==> src/verilog/zipdbg_pkg.sv <==
//////////////////////////////////////////////////////////////////////
// Debug port definitions for the soft-core wrapper
// Bus widths, control word bit map, reset hold length
// and the vector types shared by the debug slave and control block
//////////////////////////////////////////////////////////////////////
`default_nettype none

package zipdbg_pkg;

	//////////////////////////////////////////////////////////////////////
	// Bus geometry
	//////////////////////////////////////////////////////////////////////
	localparam int DBG_ADDR_WIDTH = 8;
	localparam int DBG_DATA_WIDTH = 32;
	// Byte offset bits below the word address
	localparam int DBG_WORD_LSB = 2;
	// Word address bit, 0 for control and 1 for CPU registers
	localparam int DBG_SEL_BIT = 5;

	//////////////////////////////////////////////////////////////////////
	// Control word bits
	//////////////////////////////////////////////////////////////////////
	localparam int HALT_BIT = 0;
	localparam int STEP_BIT = 2;
	localparam int RESET_BIT = 3;
	localparam int CLEAR_CACHE_BIT = 4;
	localparam int CATCH_BIT = 5;

	// Core held in reset this many cycles
	localparam int RESET_DURATION = 10;
	// Core comes up halted, catch comes up set
	localparam logic START_HALTED = 1'b1;

	//////////////////////////////////////////////////////////////////////
	// Vector types
	//////////////////////////////////////////////////////////////////////
	typedef logic [DBG_DATA_WIDTH-1:0] dbg_word_t;
	typedef logic [DBG_DATA_WIDTH/8-1:0] dbg_strb_t;
	typedef logic [DBG_ADDR_WIDTH-1:0] dbg_addr_t;
	typedef logic [DBG_ADDR_WIDTH-DBG_WORD_LSB-1:0] dbg_waddr_t;
	typedef logic [4:0] cpu_reg_t;
	// Bit 0 sleep, bit 1 user mode
	typedef logic [2:0] dbg_cc_t;
	// Always OKAY on this port
	typedef logic [1:0] bus_resp_t;

endpackage

`default_nettype wire

==> src/verilog/dbg_skidbuffer.sv <==
//////////////////////////////////////////////////////////////////////
// One-deep skid buffer for an AXI-lite request channel
// Keeps one beat when the output stalls, so input ready is a register
//////////////////////////////////////////////////////////////////////
`default_nettype none

module dbg_skidbuffer #(
	parameter int DW = 8
) (
	input wire S_AXI_ACLK,
	input wire S_AXI_ARESETN,
	// Upstream side
	input wire i_valid,
	output logic o_ready,
	input wire [DW-1:0] i_data,
	// Downstream side
	output logic o_valid,
	input wire i_ready,
	output logic [DW-1:0] o_data
);

	// Overflow beat
	logic r_valid;
	logic [DW-1:0] r_data;

	// Capture when the beat arrives but downstream is stalled
	always_ff @(posedge S_AXI_ACLK)
	begin
		if (!S_AXI_ARESETN)
			r_valid <= 1'b0;
		else if (i_valid && o_ready && !i_ready)
			r_valid <= 1'b1;
		else if (i_ready)
			r_valid <= 1'b0;
	end

	always_ff @(posedge S_AXI_ACLK)
	begin
		if (o_ready)
			r_data <= i_data;
	end

	// Ready high out of reset, low while a beat is held
	assign o_ready = !r_valid;

	assign o_valid = i_valid || r_valid;
	// Held beat goes first
	assign o_data = r_valid ? r_data : i_data;

endmodule

`default_nettype wire

==> src/verilog/dbg_axil_slave.sv <==
//////////////////////////////////////////////////////////////////////
// AXI-lite debug slave
// Orders AW, W, B, AR and R beats, splits control from CPU targets,
// registers the CPU register write and read paths
//////////////////////////////////////////////////////////////////////
`default_nettype none

module dbg_axil_slave (
	input wire S_AXI_ACLK,
	input wire S_AXI_ARESETN,
	// Write address
	input wire i_awvalid,
	output logic o_awready,
	input wire zipdbg_pkg::dbg_addr_t i_awaddr,
	// Write data
	input wire i_wvalid,
	output logic o_wready,
	input wire zipdbg_pkg::dbg_word_t i_wdata,
	input wire zipdbg_pkg::dbg_strb_t i_wstrb,
	// Write response
	output logic o_bvalid,
	input wire i_bready,
	output zipdbg_pkg::bus_resp_t o_bresp,
	// Read address
	input wire i_arvalid,
	output logic o_arready,
	input wire zipdbg_pkg::dbg_addr_t i_araddr,
	// Read data
	output logic o_rvalid,
	input wire i_rready,
	output zipdbg_pkg::dbg_word_t o_rdata,
	output zipdbg_pkg::bus_resp_t o_rresp,
	// CPU debug port
	output logic o_dbg_we,
	output zipdbg_pkg::cpu_reg_t o_dbg_wreg,
	output zipdbg_pkg::dbg_word_t o_dbg_data,
	output zipdbg_pkg::cpu_reg_t o_dbg_rreg,
	input wire zipdbg_pkg::dbg_word_t i_dbg_reg,
	input wire i_dbg_stall,
	// Control block side
	input wire zipdbg_pkg::dbg_word_t i_status,
	output logic o_cmd_write,
	output zipdbg_pkg::dbg_word_t o_cmd_data,
	output zipdbg_pkg::dbg_strb_t o_cmd_strb,
	output logic o_cpu_write,
	output logic o_write_pending
);

	localparam int SEL = zipdbg_pkg::DBG_SEL_BIT;
	localparam int AW = zipdbg_pkg::DBG_ADDR_WIDTH;
	localparam int LSB = zipdbg_pkg::DBG_WORD_LSB;
	localparam int WDW = $bits(zipdbg_pkg::dbg_word_t) + $bits(zipdbg_pkg::dbg_strb_t);

	logic awskd_valid, wskd_valid, arskd_valid;
	zipdbg_pkg::dbg_waddr_t awskd_addr, arskd_addr;
	zipdbg_pkg::dbg_word_t wskd_data;
	zipdbg_pkg::dbg_strb_t wskd_strb;
	logic write_ready, read_ready, write_stall;
	logic w_cpu_write, dbg_write_valid, dbg_read_valid;

	//////////////////////////////////////////////////////////////////////
	// Write path
	//////////////////////////////////////////////////////////////////////
	dbg_skidbuffer #(.DW($bits(zipdbg_pkg::dbg_waddr_t))) u_awskd (
		.S_AXI_ACLK(S_AXI_ACLK), .S_AXI_ARESETN(S_AXI_ARESETN),
		.i_valid(i_awvalid), .o_ready(o_awready), .i_data(i_awaddr[AW-1:LSB]),
		.o_valid(awskd_valid), .i_ready(write_ready), .o_data(awskd_addr)
	);

	dbg_skidbuffer #(.DW(WDW)) u_wskd (
		.S_AXI_ACLK(S_AXI_ACLK), .S_AXI_ARESETN(S_AXI_ARESETN),
		.i_valid(i_wvalid), .o_ready(o_wready), .i_data({ i_wstrb, i_wdata }),
		.o_valid(wskd_valid), .i_ready(write_ready), .o_data({ wskd_strb, wskd_data })
	);

	// Core write still waiting on a stalled core
	assign write_stall = dbg_write_valid && i_dbg_stall;

	// Both halves present, B free, and no CPU write blocked by a stall
	assign write_ready = awskd_valid && wskd_valid
		&& (!awskd_addr[SEL] || (wskd_strb == '0) || !write_stall)
		&& (!o_bvalid || i_bready);

	assign w_cpu_write = write_ready && awskd_addr[SEL] && (|wskd_strb);

	always_ff @(posedge S_AXI_ACLK)
	begin
		if (!S_AXI_ARESETN)
			dbg_write_valid <= 1'b0;
		else if (!write_stall)
			dbg_write_valid <= w_cpu_write;
	end

	// Register number and data hold with the strobe
	always_ff @(posedge S_AXI_ACLK)
	begin
		if (!write_stall)
		begin
			o_dbg_wreg <= awskd_addr[SEL-1:0];
			o_dbg_data <= wskd_data;
		end
	end

	always_ff @(posedge S_AXI_ACLK)
	begin
		if (!S_AXI_ARESETN)
			o_bvalid <= 1'b0;
		else if (write_ready)
			o_bvalid <= 1'b1;
		else if (i_bready)
			o_bvalid <= 1'b0;
	end

	assign o_bresp = '0;
	assign o_dbg_we = dbg_write_valid;
	assign o_write_pending = dbg_write_valid;

	// Control word commands, one cycle strobes
	assign o_cmd_write = write_ready && !awskd_addr[SEL];
	assign o_cmd_data = wskd_data;
	assign o_cmd_strb = wskd_strb;
	assign o_cpu_write = w_cpu_write;

	//////////////////////////////////////////////////////////////////////
	// Read path
	//////////////////////////////////////////////////////////////////////
	dbg_skidbuffer #(.DW($bits(zipdbg_pkg::dbg_waddr_t))) u_arskd (
		.S_AXI_ACLK(S_AXI_ACLK), .S_AXI_ARESETN(S_AXI_ARESETN),
		.i_valid(i_arvalid), .o_ready(o_arready), .i_data(i_araddr[AW-1:LSB]),
		.o_valid(arskd_valid), .i_ready(read_ready), .o_data(arskd_addr)
	);

	// One read at a time, R free or being taken
	assign read_ready = arskd_valid && !dbg_read_valid && (!o_rvalid || i_rready);
	assign o_dbg_rreg = arskd_addr[SEL-1:0];

	// CPU read in flight, core answers next cycle
	always_ff @(posedge S_AXI_ACLK)
	begin
		if (!S_AXI_ARESETN)
			dbg_read_valid <= 1'b0;
		else
			dbg_read_valid <= read_ready && arskd_addr[SEL];
	end

	always_ff @(posedge S_AXI_ACLK)
	begin
		if (!S_AXI_ARESETN)
			o_rvalid <= 1'b0;
		else if (!o_rvalid || i_rready)
			o_rvalid <= (read_ready && !arskd_addr[SEL]) || dbg_read_valid;
	end

	// Status unless a CPU register answer is due
	always_ff @(posedge S_AXI_ACLK)
	begin
		if (!o_rvalid || i_rready)
			o_rdata <= dbg_read_valid ? i_dbg_reg : i_status;
	end

	assign o_rresp = '0;

endmodule

`default_nettype wire

==> src/verilog/dbg_control.sv <==
//////////////////////////////////////////////////////////////////////
// Debug control block
// Halt, step, reset, clear-cache and catch registers,
// the power-on reset hold and the status word
//////////////////////////////////////////////////////////////////////
`default_nettype none

module dbg_control (
	input wire S_AXI_ACLK,
	input wire S_AXI_ARESETN,
	input wire i_cpu_reset,
	input wire i_interrupt,
	// From the debug slave
	input wire i_cmd_write,
	input wire zipdbg_pkg::dbg_word_t i_cmd_data,
	input wire zipdbg_pkg::dbg_strb_t i_cmd_strb,
	input wire i_cpu_write,
	input wire i_write_pending,
	// From the core
	input wire i_dbg_stall,
	input wire i_dbg_break,
	input wire zipdbg_pkg::dbg_cc_t i_dbg_cc,
	// Outputs
	output logic o_halt,
	output logic o_cmd_reset,
	output logic o_clear_cache,
	output zipdbg_pkg::dbg_word_t o_status
);

	logic reset_request, release_request, halt_request;
	logic step_request, clear_cache_request;
	logic cmd_step, catch;
	logic [$clog2(zipdbg_pkg::RESET_DURATION+1)-1:0] reset_counter;

	//////////////////////////////////////////////////////////////////////
	// Request decode, each bit qualified by its strobe byte
	//////////////////////////////////////////////////////////////////////
	assign reset_request = i_cmd_write && i_cmd_strb[zipdbg_pkg::RESET_BIT/8]
		&& i_cmd_data[zipdbg_pkg::RESET_BIT];
	assign release_request = i_cmd_write && i_cmd_strb[zipdbg_pkg::HALT_BIT/8]
		&& !i_cmd_data[zipdbg_pkg::HALT_BIT];
	assign halt_request = i_cmd_write && i_cmd_strb[zipdbg_pkg::HALT_BIT/8]
		&& i_cmd_data[zipdbg_pkg::HALT_BIT];
	assign step_request = i_cmd_write && i_cmd_strb[zipdbg_pkg::STEP_BIT/8]
		&& i_cmd_data[zipdbg_pkg::STEP_BIT];
	assign clear_cache_request = i_cmd_write
		&& i_cmd_strb[zipdbg_pkg::CLEAR_CACHE_BIT/8]
		&& i_cmd_data[zipdbg_pkg::CLEAR_CACHE_BIT];

	// Reset hold countdown, restarted by bus or CPU reset
	always_ff @(posedge S_AXI_ACLK)
	begin
		if (!S_AXI_ARESETN || i_cpu_reset)
			reset_counter <= zipdbg_pkg::RESET_DURATION[$bits(reset_counter)-1:0];
		else if (reset_counter != '0)
			reset_counter <= reset_counter - 1'b1;
	end

	// Held through the countdown, then pulses on request or uncaught break
	always_ff @(posedge S_AXI_ACLK)
	begin
		if (!S_AXI_ARESETN || i_cpu_reset)
			o_cmd_reset <= 1'b1;
		else if (reset_counter > 1)
			o_cmd_reset <= 1'b1;
		else if (i_dbg_break && !catch)
			o_cmd_reset <= 1'b1;
		else
			o_cmd_reset <= reset_request;
	end

	always_ff @(posedge S_AXI_ACLK)
	begin
		if (!S_AXI_ARESETN || i_cpu_reset)
			o_halt <= zipdbg_pkg::START_HALTED;
		else if (o_cmd_reset && zipdbg_pkg::START_HALTED)
			o_halt <= zipdbg_pkg::START_HALTED;
		else
		begin
			// Release only once the core has fully stopped
			if (!i_write_pending && !i_dbg_stall && (release_request || step_request))
				o_halt <= 1'b0;
			// Later assignments win, any halt reason overrides release
			if (i_dbg_break && catch)
				o_halt <= 1'b1;
			if (halt_request && !step_request)
				o_halt <= 1'b1;
			if (i_cpu_write)
				o_halt <= 1'b1;
			// Back to halted after a step
			if (cmd_step)
				o_halt <= 1'b1;
			if (o_clear_cache || clear_cache_request)
				o_halt <= 1'b1;
		end
	end

	// Clear cache lasts until the core is halted and idle
	always_ff @(posedge S_AXI_ACLK)
	begin
		if (!S_AXI_ARESETN || o_cmd_reset)
			o_clear_cache <= 1'b0;
		else if (clear_cache_request && halt_request)
			o_clear_cache <= 1'b1;
		else if (o_halt && !i_dbg_stall)
			o_clear_cache <= 1'b0;
	end

	always_ff @(posedge S_AXI_ACLK)
	begin
		if (!S_AXI_ARESETN || i_cpu_reset)
			cmd_step <= 1'b0;
		else if (step_request)
			cmd_step <= 1'b1;
		else if (!i_dbg_stall)
			cmd_step <= 1'b0;
	end

	always_ff @(posedge S_AXI_ACLK)
	begin
		if (!S_AXI_ARESETN)
			catch <= zipdbg_pkg::START_HALTED;
		else if (i_cmd_write && i_cmd_strb[zipdbg_pkg::CATCH_BIT/8])
			catch <= i_cmd_data[zipdbg_pkg::CATCH_BIT];
	end

	//////////////////////////////////////////////////////////////////////
	// Status word
	//////////////////////////////////////////////////////////////////////
	// 11 break, 10 interrupt, 9:8 user/sleep, 5 catch, 3 reset
	// 1 halted, 0 halt request
	assign o_status = { 20'h0, i_dbg_break, i_interrupt, i_dbg_cc[1:0],
		2'b00, catch, 1'b0, o_cmd_reset, 1'b0, !i_dbg_stall, o_halt };

endmodule

`default_nettype wire

==> src/verilog/zipdbg_top.sv <==
//////////////////////////////////////////////////////////////////////
// Debug wrapper top level
// AXI-lite debug slave feeding the halt/step/reset control block
//////////////////////////////////////////////////////////////////////
`default_nettype none

module zipdbg_top (
	input wire S_AXI_ACLK,
	input wire S_AXI_ARESETN,
	// AXI-lite debug bus
	input wire i_awvalid,
	output logic o_awready,
	input wire zipdbg_pkg::dbg_addr_t i_awaddr,
	input wire i_wvalid,
	output logic o_wready,
	input wire zipdbg_pkg::dbg_word_t i_wdata,
	input wire zipdbg_pkg::dbg_strb_t i_wstrb,
	output logic o_bvalid,
	input wire i_bready,
	output zipdbg_pkg::bus_resp_t o_bresp,
	input wire i_arvalid,
	output logic o_arready,
	input wire zipdbg_pkg::dbg_addr_t i_araddr,
	output logic o_rvalid,
	input wire i_rready,
	output zipdbg_pkg::dbg_word_t o_rdata,
	output zipdbg_pkg::bus_resp_t o_rresp,
	// CPU debug port
	output logic o_dbg_we,
	output zipdbg_pkg::cpu_reg_t o_dbg_wreg,
	output zipdbg_pkg::dbg_word_t o_dbg_data,
	output zipdbg_pkg::cpu_reg_t o_dbg_rreg,
	input wire zipdbg_pkg::dbg_word_t i_dbg_reg,
	input wire i_dbg_stall,
	// Core control and status
	input wire i_cpu_reset,
	input wire i_interrupt,
	input wire i_dbg_break,
	input wire zipdbg_pkg::dbg_cc_t i_dbg_cc,
	output logic o_halt,
	output logic o_cmd_reset,
	output logic o_clear_cache
);

	// Slave to control block
	zipdbg_pkg::dbg_word_t status, cmd_data;
	zipdbg_pkg::dbg_strb_t cmd_strb;
	logic cmd_write, cpu_write, write_pending;

	dbg_axil_slave u_slave (
		.S_AXI_ACLK(S_AXI_ACLK), .S_AXI_ARESETN(S_AXI_ARESETN),
		.i_awvalid(i_awvalid), .o_awready(o_awready), .i_awaddr(i_awaddr),
		.i_wvalid(i_wvalid), .o_wready(o_wready), .i_wdata(i_wdata), .i_wstrb(i_wstrb),
		.o_bvalid(o_bvalid), .i_bready(i_bready), .o_bresp(o_bresp),
		.i_arvalid(i_arvalid), .o_arready(o_arready), .i_araddr(i_araddr),
		.o_rvalid(o_rvalid), .i_rready(i_rready), .o_rdata(o_rdata), .o_rresp(o_rresp),
		.o_dbg_we(o_dbg_we), .o_dbg_wreg(o_dbg_wreg), .o_dbg_data(o_dbg_data),
		.o_dbg_rreg(o_dbg_rreg), .i_dbg_reg(i_dbg_reg), .i_dbg_stall(i_dbg_stall),
		.i_status(status), .o_cmd_write(cmd_write), .o_cmd_data(cmd_data),
		.o_cmd_strb(cmd_strb), .o_cpu_write(cpu_write), .o_write_pending(write_pending)
	);

	dbg_control u_control (
		.S_AXI_ACLK(S_AXI_ACLK), .S_AXI_ARESETN(S_AXI_ARESETN),
		.i_cpu_reset(i_cpu_reset), .i_interrupt(i_interrupt),
		.i_cmd_write(cmd_write), .i_cmd_data(cmd_data), .i_cmd_strb(cmd_strb),
		.i_cpu_write(cpu_write), .i_write_pending(write_pending),
		.i_dbg_stall(i_dbg_stall), .i_dbg_break(i_dbg_break), .i_dbg_cc(i_dbg_cc),
		.o_halt(o_halt), .o_cmd_reset(o_cmd_reset), .o_clear_cache(o_clear_cache),
		.o_status(status)
	);

endmodule

`default_nettype wire

==> config.mk <==
export PLATFORM = sky130hd
export DESIGN_NAME = zipdbg_top
export DESIGN_NICKNAME = d
export VERILOG_FILES = /design/src/verilog/zipdbg_pkg.sv /design/src/verilog/dbg_skidbuffer.sv /design/src/verilog/dbg_axil_slave.sv /design/src/verilog/dbg_control.sv /design/src/verilog/zipdbg_top.sv
export SDC_FILE = /design/constraint.sdc
export NUM_CORES = 1
export LEC_CHECK = 0
export ABC_AREA = 1
export BUFFER_PORTS_ARGS = -buffer_cell sky130_fd_sc_hd__buf_2
export CAP_MARGIN = 15
export CORE_ASPECT_RATIO = 1.1
export CORE_MARGIN = 5
export CORE_UTILIZATION = 35
export CTS_CLUSTER_SIZE = 30
export DETAILED_ROUTE_END_ITERATION = 6
export GPL_TIMING_DRIVEN = 0
export MAX_ROUTING_LAYER = met4
export PLACE_DENSITY_LB_ADDON = 0.08
export RECOVER_POWER = 100
export SLEW_MARGIN = 30
export SYNTH_ARGS = -nofsm -noshare
export SYNTH_HDL_FRONTEND = slang
export SYNTH_SLANG_ARGS = --single-unit
==> constraint.sdc <==
create_clock -name S_AXI_ACLK -period 2.4 [get_ports S_AXI_ACLK]
set_clock_uncertainty 0.15 [all_clocks]
set_input_delay 0 -clock S_AXI_ACLK [delete_from_list [all_inputs] [get_ports S_AXI_ACLK]]
set_output_delay 0 -clock S_AXI_ACLK [all_outputs]
set_load 0.01 [all_outputs]
### Word level (Yosys, flattened, before mapping)

Index checks and enable logic that the tools add are counted.

| word-level totals | value |
|---|---|
| bits in registers | 133 |
| latch bits | 0 |
| memory bits (writable) | 0 |
| ROM bits | 0 |
| output and inout bits | 87 |
| word-level logic and storage cells | 107 |
| memories kept | 0 |

| operators by class | value |
|---|---|
| $add $sub $neg | 1 |
| multiply operators | 0 |
| div/mod/pow operators | 0 |
| magnitude comparators | 1 |
| equal/unequal tests | 1 |
| shifts and indexed selects | 0 |
| multiplexer cells | 15 |
| bitwise gates (word level) | 0 |
| reduce and logical (&&, ||, !) cells | 69 |

Operators by type and width:

| operator | count |
|---|---|
| $mux W36 | 1 |
| $logic_and A1 B1 Y1 | 30 |
| $logic_not A1 Y1 | 17 |
| $logic_or A1 B1 Y1 | 12 |
| $mux W12 | 1 |
| $mux W6 | 2 |
| $mux W1 | 11 |
| $reduce_bool A2 Y1 | 5 |
| $reduce_or A7 Y1 | 1 |
| $gt A4 B1 Y1 const B | 1 |
| $logic_not A4 Y1 | 1 |
| $reduce_bool A4 Y1 | 1 |
| $reduce_or A4 Y1 | 1 |
| $sub A4 B1 Y4 const B | 1 |
| $reduce_or A3 Y1 | 1 |
| $ne A2 B1 Y1 const B | 1 |

### Depth between registers and ports, before layout

Gate-level depths: netlist of the first run.

| logic depth | value |
|---|---|
| word-level depth | 12 |
| mapped depth | 12 |

### Hierarchy

From an unflattened synthesis of the first run, not the netlist that was laid out.

| unflattened totals | value |
|---|---|
| cells, all modules | 542 |
| area total of the unflattened synthesis | 5182.5 um^2 |

Modules (own cells, without submodules):

| module | instances | cells each | area an instance (um^2) | seq. area each (um^2) |
|---|---|---|---|---|
| dbg_axil_slave | 1 | 215 | 2745.1 | 2152.1 |
| dbg_skidbuffer at u_slave.u_wskd | 1 | 158 | 1236.2 | 740.7 |
| dbg_control | 1 | 105 | 718.2 | 180.2 |
| dbg_skidbuffer at u_slave.u_arskd ... | 2 | 32 | 241.5 | 140.1 |

### Least setup slack after synthesis of the first run

OpenSTA, ideal clock, no wires.

| timing | value |
|---|---|
| kind | flip-flop to flip-flop |
| start | register u_slave.dbg_write_valid, in the netlist u_slave.o_dbg_we |
| end | register u_control.catch |
| setup time | 117 ps |
| arrival time | 1750 ps |
| data required time | 2133 ps |
| setup slack | 383 ps |
| cell stages (with the launch flop) | 7 |
| path buffers | 0 |
| period minus slack after synthesis | 2017 ps |
| cell sequence | dfxtp_1 nand2_1 inv_1 nand3_2 nand4_4 a21oi_1 nand2_1 |

| between the ends | value |
|---|---|
| longest elaborated chain between the ends | 7 |

Ends and longest elaborated chain:

| element | RTL line | source |
|---|---|---|
| from (decl) | dbg_axil_slave.sv:59 | `logic w_cpu_write, dbg_write_valid, dbg_read_valid;` |
| from (signal assigned) | dbg_axil_slave.sv:91 | `dbg_write_valid <= w_cpu_write;` |
| $logic_and A1 B1 Y1 | dbg_axil_slave.sv:77 | `assign write_stall = dbg_write_valid && i_dbg_stall;` |
| $logic_not A1 Y1 | dbg_axil_slave.sv:81 | `&& (!awskd_addr[SEL] \|\| (wskd_strb == '0) \|\| !write_stall)` |
| $logic_or A1 B1 Y1 | dbg_axil_slave.sv:81 |  |
| $logic_and A1 B1 Y1 | dbg_axil_slave.sv:81 |  |
| $logic_and A1 B1 Y1 | dbg_axil_slave.sv:82 | `&& (!o_bvalid \|\| i_bready);` |
| $logic_and A1 B1 Y1 | dbg_axil_slave.sv:119 | `assign o_cmd_write = write_ready && !awskd_addr[SEL];` |
| $logic_and A1 B1 Y1 | dbg_control.sv:123 | `else if (i_cmd_write && i_cmd_strb[zipdbg_pkg::CATCH_BIT/8])` |
| to (signal assigned) | dbg_control.sv:122 | `catch <= zipdbg_pkg::START_HALTED;` |
| to (signal assigned) | dbg_control.sv:124 | `catch <= i_cmd_data[zipdbg_pkg::CATCH_BIT];` |
| to (decl) | dbg_control.sv:32 | `logic cmd_step, catch;` |

No other way between the ends.
A chain may end at the register's enable or synchronous reset.

### Worst setup path after layout of the first run

| timing | value |
|---|---|
| start | register u_slave.u_wskd.r_valid |
| end | register u_control.o_clear_cache |

| between the ends | value |
|---|---|
| longest elaborated chain between the ends | 11 |
| elaborated cells between the ends (all ways) | 15 |

Ends and longest elaborated chain:

| element | RTL line | source |
|---|---|---|
| from (decl) | dbg_skidbuffer.sv:23 | `logic r_valid;` |
| from (signal assigned) | dbg_skidbuffer.sv:30 | `r_valid <= 1'b0;` |
| from (signal assigned) | dbg_skidbuffer.sv:32 | `r_valid <= 1'b1;` |
| from (signal assigned) | dbg_skidbuffer.sv:34 | `r_valid <= 1'b0;` |
| $mux W36 * | n/a |  |
| via cmd_strb[1] | zipdbg_top.sv:47 | `zipdbg_pkg::dbg_strb_t cmd_strb;` |
| $logic_not A4 Y1 * | dbg_axil_slave.sv:81 |  |
| $logic_or A1 B1 Y1 * (2 in a row) | dbg_axil_slave.sv:81 |  |
| $logic_and A1 B1 Y1 * | dbg_axil_slave.sv:81 |  |
| $logic_and A1 B1 Y1 * | dbg_axil_slave.sv:82 |  |
| $logic_and A1 B1 Y1 * | dbg_axil_slave.sv:119 |  |
| $logic_and A1 B1 Y1 * | dbg_control.sv:42, dbg_control.sv:47 |  |
| $logic_and A1 B1 Y1 (on tied branches) | dbg_control.sv:48, dbg_control.sv:43 |  |
| $logic_and A1 B1 Y1 * | dbg_control.sv:103 | `else if (clear_cache_request && halt_request)` |
| $mux W1 or $reduce_bool A2 Y1 (tied branches) | n/a |  |
| to (signal assigned) | dbg_control.sv:102 | `o_clear_cache <= 1'b0;` |
| to (signal assigned) | dbg_control.sv:104 | `o_clear_cache <= 1'b1;` |
| to (signal assigned) | dbg_control.sv:106 | `o_clear_cache <= 1'b0;` |
| to (decl) | dbg_control.sv:26 | `output logic o_clear_cache,` |

The timed path passes the listed nets; every way through them passes the cells marked *.

==> flow_metrics.env, run 1 <==
export IMPL_max_vdd_ir_drop_v=0.000350
export IMPL_maxSlewHeadroom_pct=11.8
export IMPL_full_die_area_um2=16100
export IMPL_ant_nets=0
export IMPL_synth_seq_area_share_pct=70.1
export IMPL_syn_area_um2=4780
export IMPL_p_int_mw=4.59
export IMPL_critical_path_max_fanout=10
export IMPL_power_sequential_fraction_pct=45.6
export IMPL_max_stage_delay_ns=0.55
export IMPL_cp_slowest_cell="dlygate4sd3_1"
export IMPL_rsz0062_at_grt="false"
export IMPL_drv_cap=0
export IMPL_die_w_um=121
export IMPL_via_per_inst=4.07
export IMPL_boundaryPins=185
export IMPL_synth_cell_types=39
export IMPL_clkSlewWorstSetupHoldPaths_ns=0.05
export IMPL_postSynth_asyncResetShare_pct=0
export IMPL_synthFlopType="edfxtp_1"
export IMPL_insertedDiodeCount=0
export IMPL_gr_usage_met1_pct=17.1
export IMPL_ctsHtreeMaxLevel=4
export IMPL_hold_path_class="in2reg"
export IMPL_std_cell_rows=44
export IMPL_floorplan_initialDensity_pct=35.9
export IMPL_grt_met2_usage_pct=26.9
export IMPL_grt_start_max_net_pins=41
export IMPL_place_inst=815
export IMPL_drc=0
export IMPL_final_core_util_pct=55.4
export IMPL_gr_total_overflow=0
export IMPL_root_driver="clkbuf_16"
export IMPL_seqCellArea_um2=3350
export IMPL_cts_tree="yes"
export IMPL_num_nets_final=851
export IMPL_total_wire_length_mm=12.1
export IMPL_coreArea_um2=13300
export IMPL_finalNonFillerCells=947
export IMPL_first_global_vias=4067
export IMPL_worst_endpoint_required_time_ns=2.60
export IMPL_worst_skew_pair_late_latency_ns=0.41
export IMPL_timing_hold_violations_final=0
export IMPL_critPathKind="reg2reg"
export IMPL_post_synth_most_frequent_cells="183 x nand2_1, 69 x edfxtp_1, 64 x dfxtp_1, 45 x inv_1, 13 x nor2_1"
export IMPL_cts_num_sinks=133
export IMPL_p_leak_nw=3.47
export IMPL_yosys_cell_count_top_type="nand2_1"
export IMPL_cts_inserted_buffers=17
export IMPL_dr_first_iter_drc_count=132
export IMPL_grt_antenna_before_repair=0
export IMPL_grt_met3_use_pct=4.61
export IMPL_yosysWarningCount=0
export IMPL_post_route_cells_drive_above_1_share_pct=18.9
export IMPL_number_of_buffers_on_the_longest_clock_path=2
export IMPL_timing_final_max_slew_violations=0
export IMPL_final_hold_worst_slack_ns=0.184
export IMPL_route_vias_total=3853
export IMPL_detailed_place_hpwl_mm=8.17
export IMPL_fillers=1253
export IMPL_routedWlPerCell_um=12.8
export IMPL_period_minus_slack_ns=2.21
export IMPL_synth_seq_cells=133
export IMPL_power_share_clock_pct=42.8
export IMPL_status="complete, no violations"
export IMPL_post_route_period_util_pct=92.1
export IMPL_postSynthCellCount=453
export IMPL_post_synth_top_area_fraction_pct=43.3
export IMPL_cellPowerDensity_nw_per_um2=807
export IMPL_post_synth_main_area_contributors="edfxtp_1 43%, dfxtp_1 27%, nand2_1 14%"
export IMPL_timing_critical_path_to_type="register"
export IMPL_areaGrowthSynthToFinish_pct=54.3
export IMPL_clock_fmax_mhz=452
export IMPL_worst_slew_pin_slew_ns=1.32
export IMPL_cp_cell_sequence="buf_6 > inv_4 > buf_6 > nand2_1 > nand2_1 > nor2_4 > nand2_1 > nand3_2 > nand4_4 > nor2_1 > nor2_1 > nor2_1 > dlygate4sd3_1"
export IMPL_dr_pass1_iters=4
export IMPL_total_power_mw=5.95
export IMPL_multi_input_comb_area_um2=1110
export IMPL_switching_share_pct=22.9
export IMPL_cts_repair_resize_count=0
export IMPL_placement_io_buffers=175
export IMPL_critical_path_data_arrival_time_ns=2.41
export IMPL_grt_first_pass_wirelength_mm=19.2
export IMPL_finalSetupViolCount=0
export IMPL_synth_edf_count=69
export IMPL_avgSynthCellArea_um2=10.6
export IMPL_die_height_um=133
export IMPL_tot_gr_track_use_pct=15.6
export IMPL_netlist_top_cell_by_area="edfxtp_1"
export IMPL_switching_power_mw=1.36
export IMPL_gp_routability_congestion=0.758
export IMPL_setup_worst_path_start_class="register"
export IMPL_grt_busiest_layer="met2"
export IMPL_share_comb_of_total_power_pct=11.7
-- cell usage in the layout, fill, tap and decap left out, drive strengths merged --
cell type    instances
nand2              187
buf                103
clkinvlp             1
nand4                3
edfxtp              69
inv                 49
o21ai               11
o31ai                1
conb                 4
a21boi               2
nor4                 1
dlygate4sd3        100
o211ai               1
o22ai                2
or2                  3
a22oi                1
dfxtp               64
nand3b               1
bufinv               2
mux2i                1
xnor2                1
clkinv               4
o21a                 1
nor2                15
clkbuf             119
nand3                3
ha                   3
nor3                 2
a21oi                9
-- per-layer routing --
| metal | share of wire [%] | routed length, um | vias up |
|---|---|---|---|
| li1 | - | - | 2018 |
| met1 | 42 | 5040 | 1711 |
| met2 | 51 | 6230 | 102 |
| met3 | 5.0 | 603 | 22 |
| met4 | 1.9 | 233 | 0 |
| met5 | 0 | 0 | - |
-- critical path, delay by kind of cell (launching register included) --
kind	cells	cell delay, ns
buf+inv	4	0.88
flops	1	0.32
simple gates	9	0.81
-- through the flow --
stage / setup TNS [ns] / setup WS (ns) / cell area [um^2]
floorplan: 0 / 0.383 / 4790
global placement: -1.51 / -0.214 / 5900
detailed placement: 0 / 0.593 / 5910
CTS: 0 / 0.222 / 7500
global route: 0 / 0.0419 / 7370
finish: 0 / 0.189 / 7370
-- path summary, 6_finish.rpt --
| path | startpoint | to | slack (ns) | depth (start not counted) |
|---|---|---|---|---|
| min reg2reg | u_slave.u_wskd.r_data[31] | u_slave.u_wskd.r_data[31] | 0.29 | 2 |
| max | u_slave.u_wskd.r_valid | u_control.o_clear_cache | 0.19 | 13 |
| min | i_araddr[4] | u_slave.u_arskd.r_data[2] | 0.18 | 4 |
| max reg2reg | u_slave.u_wskd.r_valid | u_control.o_clear_cache | 0.19 | 13 |
-- cells by family (layout without fill, tap and decap cells) --
family | Yosys count | in the layout | share of synthesized area, %
mux | 1 | 1 | 0.209
buf+inv | 71 | 378 | 6.70
compound gates | 28 | 28 | 3.40
other cells | 1 | 4 | 0.0784
xor+xnor | 1 | 1 | 0.183
flops | 133 | 133 | 70.1
simple gates | 215 | 215 | 18.5
fa+ha+maj | 3 | 3 | 0.785
-- registers in the layout, indices dropped and copies added, names as in the netlist --
name and count:
u_slave.u_awskd.r_valid 1, u_slave.u_wskd.r_valid 1, u_control.reset_counter 4, u_slave.u_wskd.r_data 36
u_slave.u_awskd.r_data 6, u_slave.o_bvalid 1, u_slave.o_dbg_we 1, u_slave.dbg_read_valid 1
u_control.cmd_step 1, u_slave.o_dbg_data 32, u_slave.o_rvalid 1, u_control.catch 1
u_slave.o_dbg_wreg 5, u_control.o_cmd_reset 1, u_control.o_halt 1, u_control.o_clear_cache 1
u_slave.u_arskd.r_valid 1, u_slave.u_arskd.r_data 6, u_slave.o_rdata 32
-- layout make-up --
cell class / instances / share of cell area (%)
inverter: 48 / 2.48
timing repair buffer: 275 / 24.0
clock inverter: 8 / 1.32
sequential: 133 / 45.5
clock buffer: 24 / 6.67
buffer: 23 / 1.85
multi-input combinational: 252 / 15.1
tap: 184 / 3.12
-- repair_timing --
action                                 4_1_cts  5_1_grt
buffers inserted                             0        0
endpoints found under the hold margin      133        0
hold buffers                               100        0
-- power by group through the flow --
stage	clock network (mW)	registers [mW]	logic, mW
after floorplan	0	2.82	0.248
after global placement	0	2.75	0.603
after detailed placement	0	2.75	0.614
after CTS	2.60	2.70	0.748
after global routing	2.71	2.73	0.774
final	2.54	2.71	0.695
(Power assumes the default switching activity.)
==> run 2: changes to the inputs <==
MAX_ROUTING_LAYER = unset   (was met4)
SYNTH_HIERARCHICAL = 1   (was unset)
==> run 2 against run 1 <==
  * Die area increased by 7.7%
  * Largest cell class unchanged
  * Area after synthesis increased by 8.4%
  * Sequential share of layout area decreased by 2.4 points
  * Critical path depth decreased by 3
  * Core utilization decreased by 1.6 points
==> flow_metrics.env, run 2 <==
export IMPL_critical_path_data_arrival_time_ns=2.32
export IMPL_yosysWarningCount=6
export IMPL_coreArea_um2=14500
export IMPL_most_common_layout_cells="272 x nand2_1, 95 x dlygate4sd3_1, 93 x clkbuf_1"
export IMPL_dr_pass1_iters=4
export IMPL_insertedDiodeCount=0
export IMPL_grt_start_max_net_pins=40
export IMPL_fillers=1410
export IMPL_status="complete, no violations"
export IMPL_post_synth_top_area_fraction_pct=40.0
export IMPL_max_stage_delay_ns=0.56
export IMPL_root_driver="clkbuf_16"
export IMPL_postSynthCellCount=542
export IMPL_cp_slowest_cell="dlygate4sd3_1"
export IMPL_placement_io_buffers=172
export IMPL_post_cts_setup_buffers=0
export IMPL_grt_antenna_before_repair=0
export IMPL_yosys_cell_count_top_type="nand2_1"
export IMPL_worst_skew_pair_late_latency_ns=0.41
export IMPL_drv_cap=0
export IMPL_tot_gr_track_use_pct=14.6
export IMPL_post_synth_main_area_contributors="edfxtp_1 40%, dfxtp_1 25%, nand2_1 20%"
export IMPL_areaGrowthSynthToFinish_pct=50.4
export IMPL_cp_buffers_inverters=3
export IMPL_gr_total_overflow=0
export IMPL_synthFlopType="edfxtp_1"
export IMPL_critical_path_max_fanout=10
export IMPL_period_minus_slack_ns=2.18
export IMPL_ant_nets=0
export IMPL_routedWlPerCell_um=12.0
export IMPL_total_wire_length_mm=12.7
export IMPL_die_w_um=126
export IMPL_largest_register_by_flop_count="u_slave/u_wskd/r_data"
export IMPL_full_die_area_um2=17300
export IMPL_setup_worst_path_start_class="register"
export IMPL_reg2regPathDepth=10
export IMPL_clkSlewWorstSetupHoldPaths_ns=0.06
export IMPL_detailed_place_hpwl_mm=8.65
export IMPL_post_synth_most_frequent_cells="272 x nand2_1, 69 x edfxtp_1, 64 x dfxtp_1, 42 x buf_4, 27 x inv_1"
export IMPL_rsz0062_at_grt="false"
export IMPL_avgSynthCellArea_um2=9.56
export IMPL_mostFrequentLayoutCell="nand2_1"
export IMPL_timing_hold_violations_final=0
export IMPL_finalSetupViolCount=0
export IMPL_netlist_top_cell_by_area="edfxtp_1"
export IMPL_synth_edf_count=69
export IMPL_top_regs="u_slave/u_wskd/r_data: 36 flops, u_slave/o_dbg_data: 32 flops, u_slave/o_rdata: 32 flops"
export IMPL_ctsHtreeMaxLevel=4
export IMPL_reg2reg_slack_ns=0.22
export IMPL_worst_endpoint_required_time_ns=2.54
export IMPL_worst_hold_path_num_cells=4
export IMPL_post_route_cells_drive_above_1_share_pct=19.8
export IMPL_cellPowerDensity_nw_per_um2=789
export IMPL_critical_path_top_delay_family="buffers and inverters"
export IMPL_drc=0
export IMPL_synth_seq_cells=133
export IMPL_multi_input_comb_area_um2=1400
export IMPL_maxSlewHeadroom_pct=13.3
export IMPL_max_vdd_ir_drop_v=0.000426
export IMPL_synth_cell_types=25
export IMPL_place_inst=932
export IMPL_cp_cell_sequence="inv_2 > buf_4 > nand2_1 > nand2_1 > nor2_1 > nand2_1 > nand2_1 > o21ai_2 > a21oi_1 > dlygate4sd3_1"
export IMPL_fin_tns_setup_ns=0
export IMPL_dr_first_iter_drc_count=187
export IMPL_timing_final_max_slew_violations=0
export IMPL_hold_path_class="in2reg"
export IMPL_cts_tree="yes"
export IMPL_boundaryPins=185
export IMPL_synth_seq_area_share_pct=64.7
export IMPL_total_power_mw=6.15
export IMPL_clock_fmax_mhz=459
export IMPL_finalNonFillerCells=1059
export IMPL_cts_num_sinks=133
export IMPL_cts_inserted_buffers=17
export IMPL_critical_path_most_common_cell="nand2_1"
export IMPL_grt_first_pass_wirelength_mm=20.1
export IMPL_route_vias_total=4307
export IMPL_p_leak_nw=3.74
export IMPL_critical_register_to_register_path_startpoint="u_slave/u_wskd/r_valid"
export IMPL_die_height_um=138
export IMPL_critPathKind="reg2reg"
export IMPL_floorplan_initialDensity_pct=35.7
export IMPL_largest_reg_flops=36
export IMPL_first_global_vias=4274
export IMPL_gp_routability_congestion=0.768
export IMPL_worst_slew_pin_slew_ns=1.30
export IMPL_std_cell_rows=46
export IMPL_worst_hold_path_endpoint="u_slave/u_wskd/r_data[17]"
export IMPL_via_per_inst=4.07
export IMPL_num_nets_final=954
export IMPL_seqCellArea_um2=3350
export IMPL_number_of_buffers_on_the_longest_clock_path=2
export IMPL_post_route_period_util_pct=90.7
export IMPL_syn_area_um2=5180
export IMPL_postSynth_asyncResetShare_pct=0
export IMPL_hold_start="i_wdata[17]"
export IMPL_crit_reg2reg_capture="u_slave/o_bvalid"
export IMPL_final_hold_worst_slack_ns=0.187
export IMPL_timing_critical_path_to_type="register"
==> run 2: cell types whose count changed after synthesis, sizes merged, moves of 5 or more <==
cell    before  now
a21oi        9    4
buf         14   52
clkbuf       9    0
inv         48   33
nand2      187  275
nor2        15   25
o21ai       11    2
==> run 2: cells by family (layout without fill, tap and decap cells) <==
group,count (synthesis),count (layout),synth area share (%)
buffers and inverters,86,385,10.2
AO/OA/AOI/OAI,8,8,1.11
AND/OR/NAND/NOR,311,311,23.3
flip-flops,133,133,64.7
adder cells (fa/ha/maj),2,2,0.483
other,2,28,0.145
==> run 2: through the flow <==
step	area (um^2)	setup slack [ns]	util (%)
final	7790	0.223	53.7
after global routing	7790	0.0244	53.7
after CTS	7940	0.179	54.7
after detailed placement	6380	0.240	44.0
after global placement	6380	0.273	44.0
after floorplan	5280	0.573	-
==> run 2: timing repair <==
| item | CTS | global route |
|---|---|---|
| resized for setup | 0 | 2 |
| hold endpoints to repair | 133 | 0 |
| hold buffers | 95 | 0 |
| endpoints found under the setup margin | 0 | 2 |
==> run 2: cell type report <==
class	count	area share (%)
repair buffers	267	21.9
inverters	34	1.64
clock inverters	12	1.61
clock buffers	20	6.13
multi-input cells	349	17.9
flip-flops and latches	133	43.0
well taps	192	3.08
plain buffers	52	4.72
==> run 2: report_power, final <==
group	switching, mW	internal [mW]
clock	0.958	1.64
combinational	0.452	0.355
sequential	0.0685	2.67
total	1.48	4.67
==> run 2: metal layers <==
metal | vias up | share of wire (%) | track usage (%) | routed length [um]
met4 | 0 | 2.6 | 6.62 | 331
met5 | - | 0 | 0 | 0
li1 | 2256 | - | - | -
met1 | 1908 | 44 | 17.6 | 5540
met3 | 24 | 5.7 | 4.07 | 725
met2 | 119 | 48 | 24.4 | 6130
==> run 2: worst min-delay path, cell delays in order <==
cell	delay, ns
dlygate4sd3_1	0.51
buf_2	0.09
nand2_1	0.04
nand2_1	0.06
==> run 2: worst max-delay path by stage <==
| stage | start | endpoint | slack, ns | cells after the start |
|---|---|---|---|---|
| global placement | u_slave/u_wskd/r_valid | u_control/o_halt | 0.27 | 16 |
| global route | u_slave/u_wskd/r_valid | u_control/cmd_step | 0.02 | 15 |
| CTS | u_slave/u_wskd/r_valid | u_slave/o_bvalid | 0.18 | 10 |
| floorplan | u_slave/u_wskd/r_valid | u_control/o_halt | 0.57 | 16 |
| finish | u_slave/u_wskd/r_valid | u_slave/o_bvalid | 0.22 | 10 |
| detailed placement | u_slave/u_wskd/r_valid | u_control/o_halt | 0.24 | 16 |
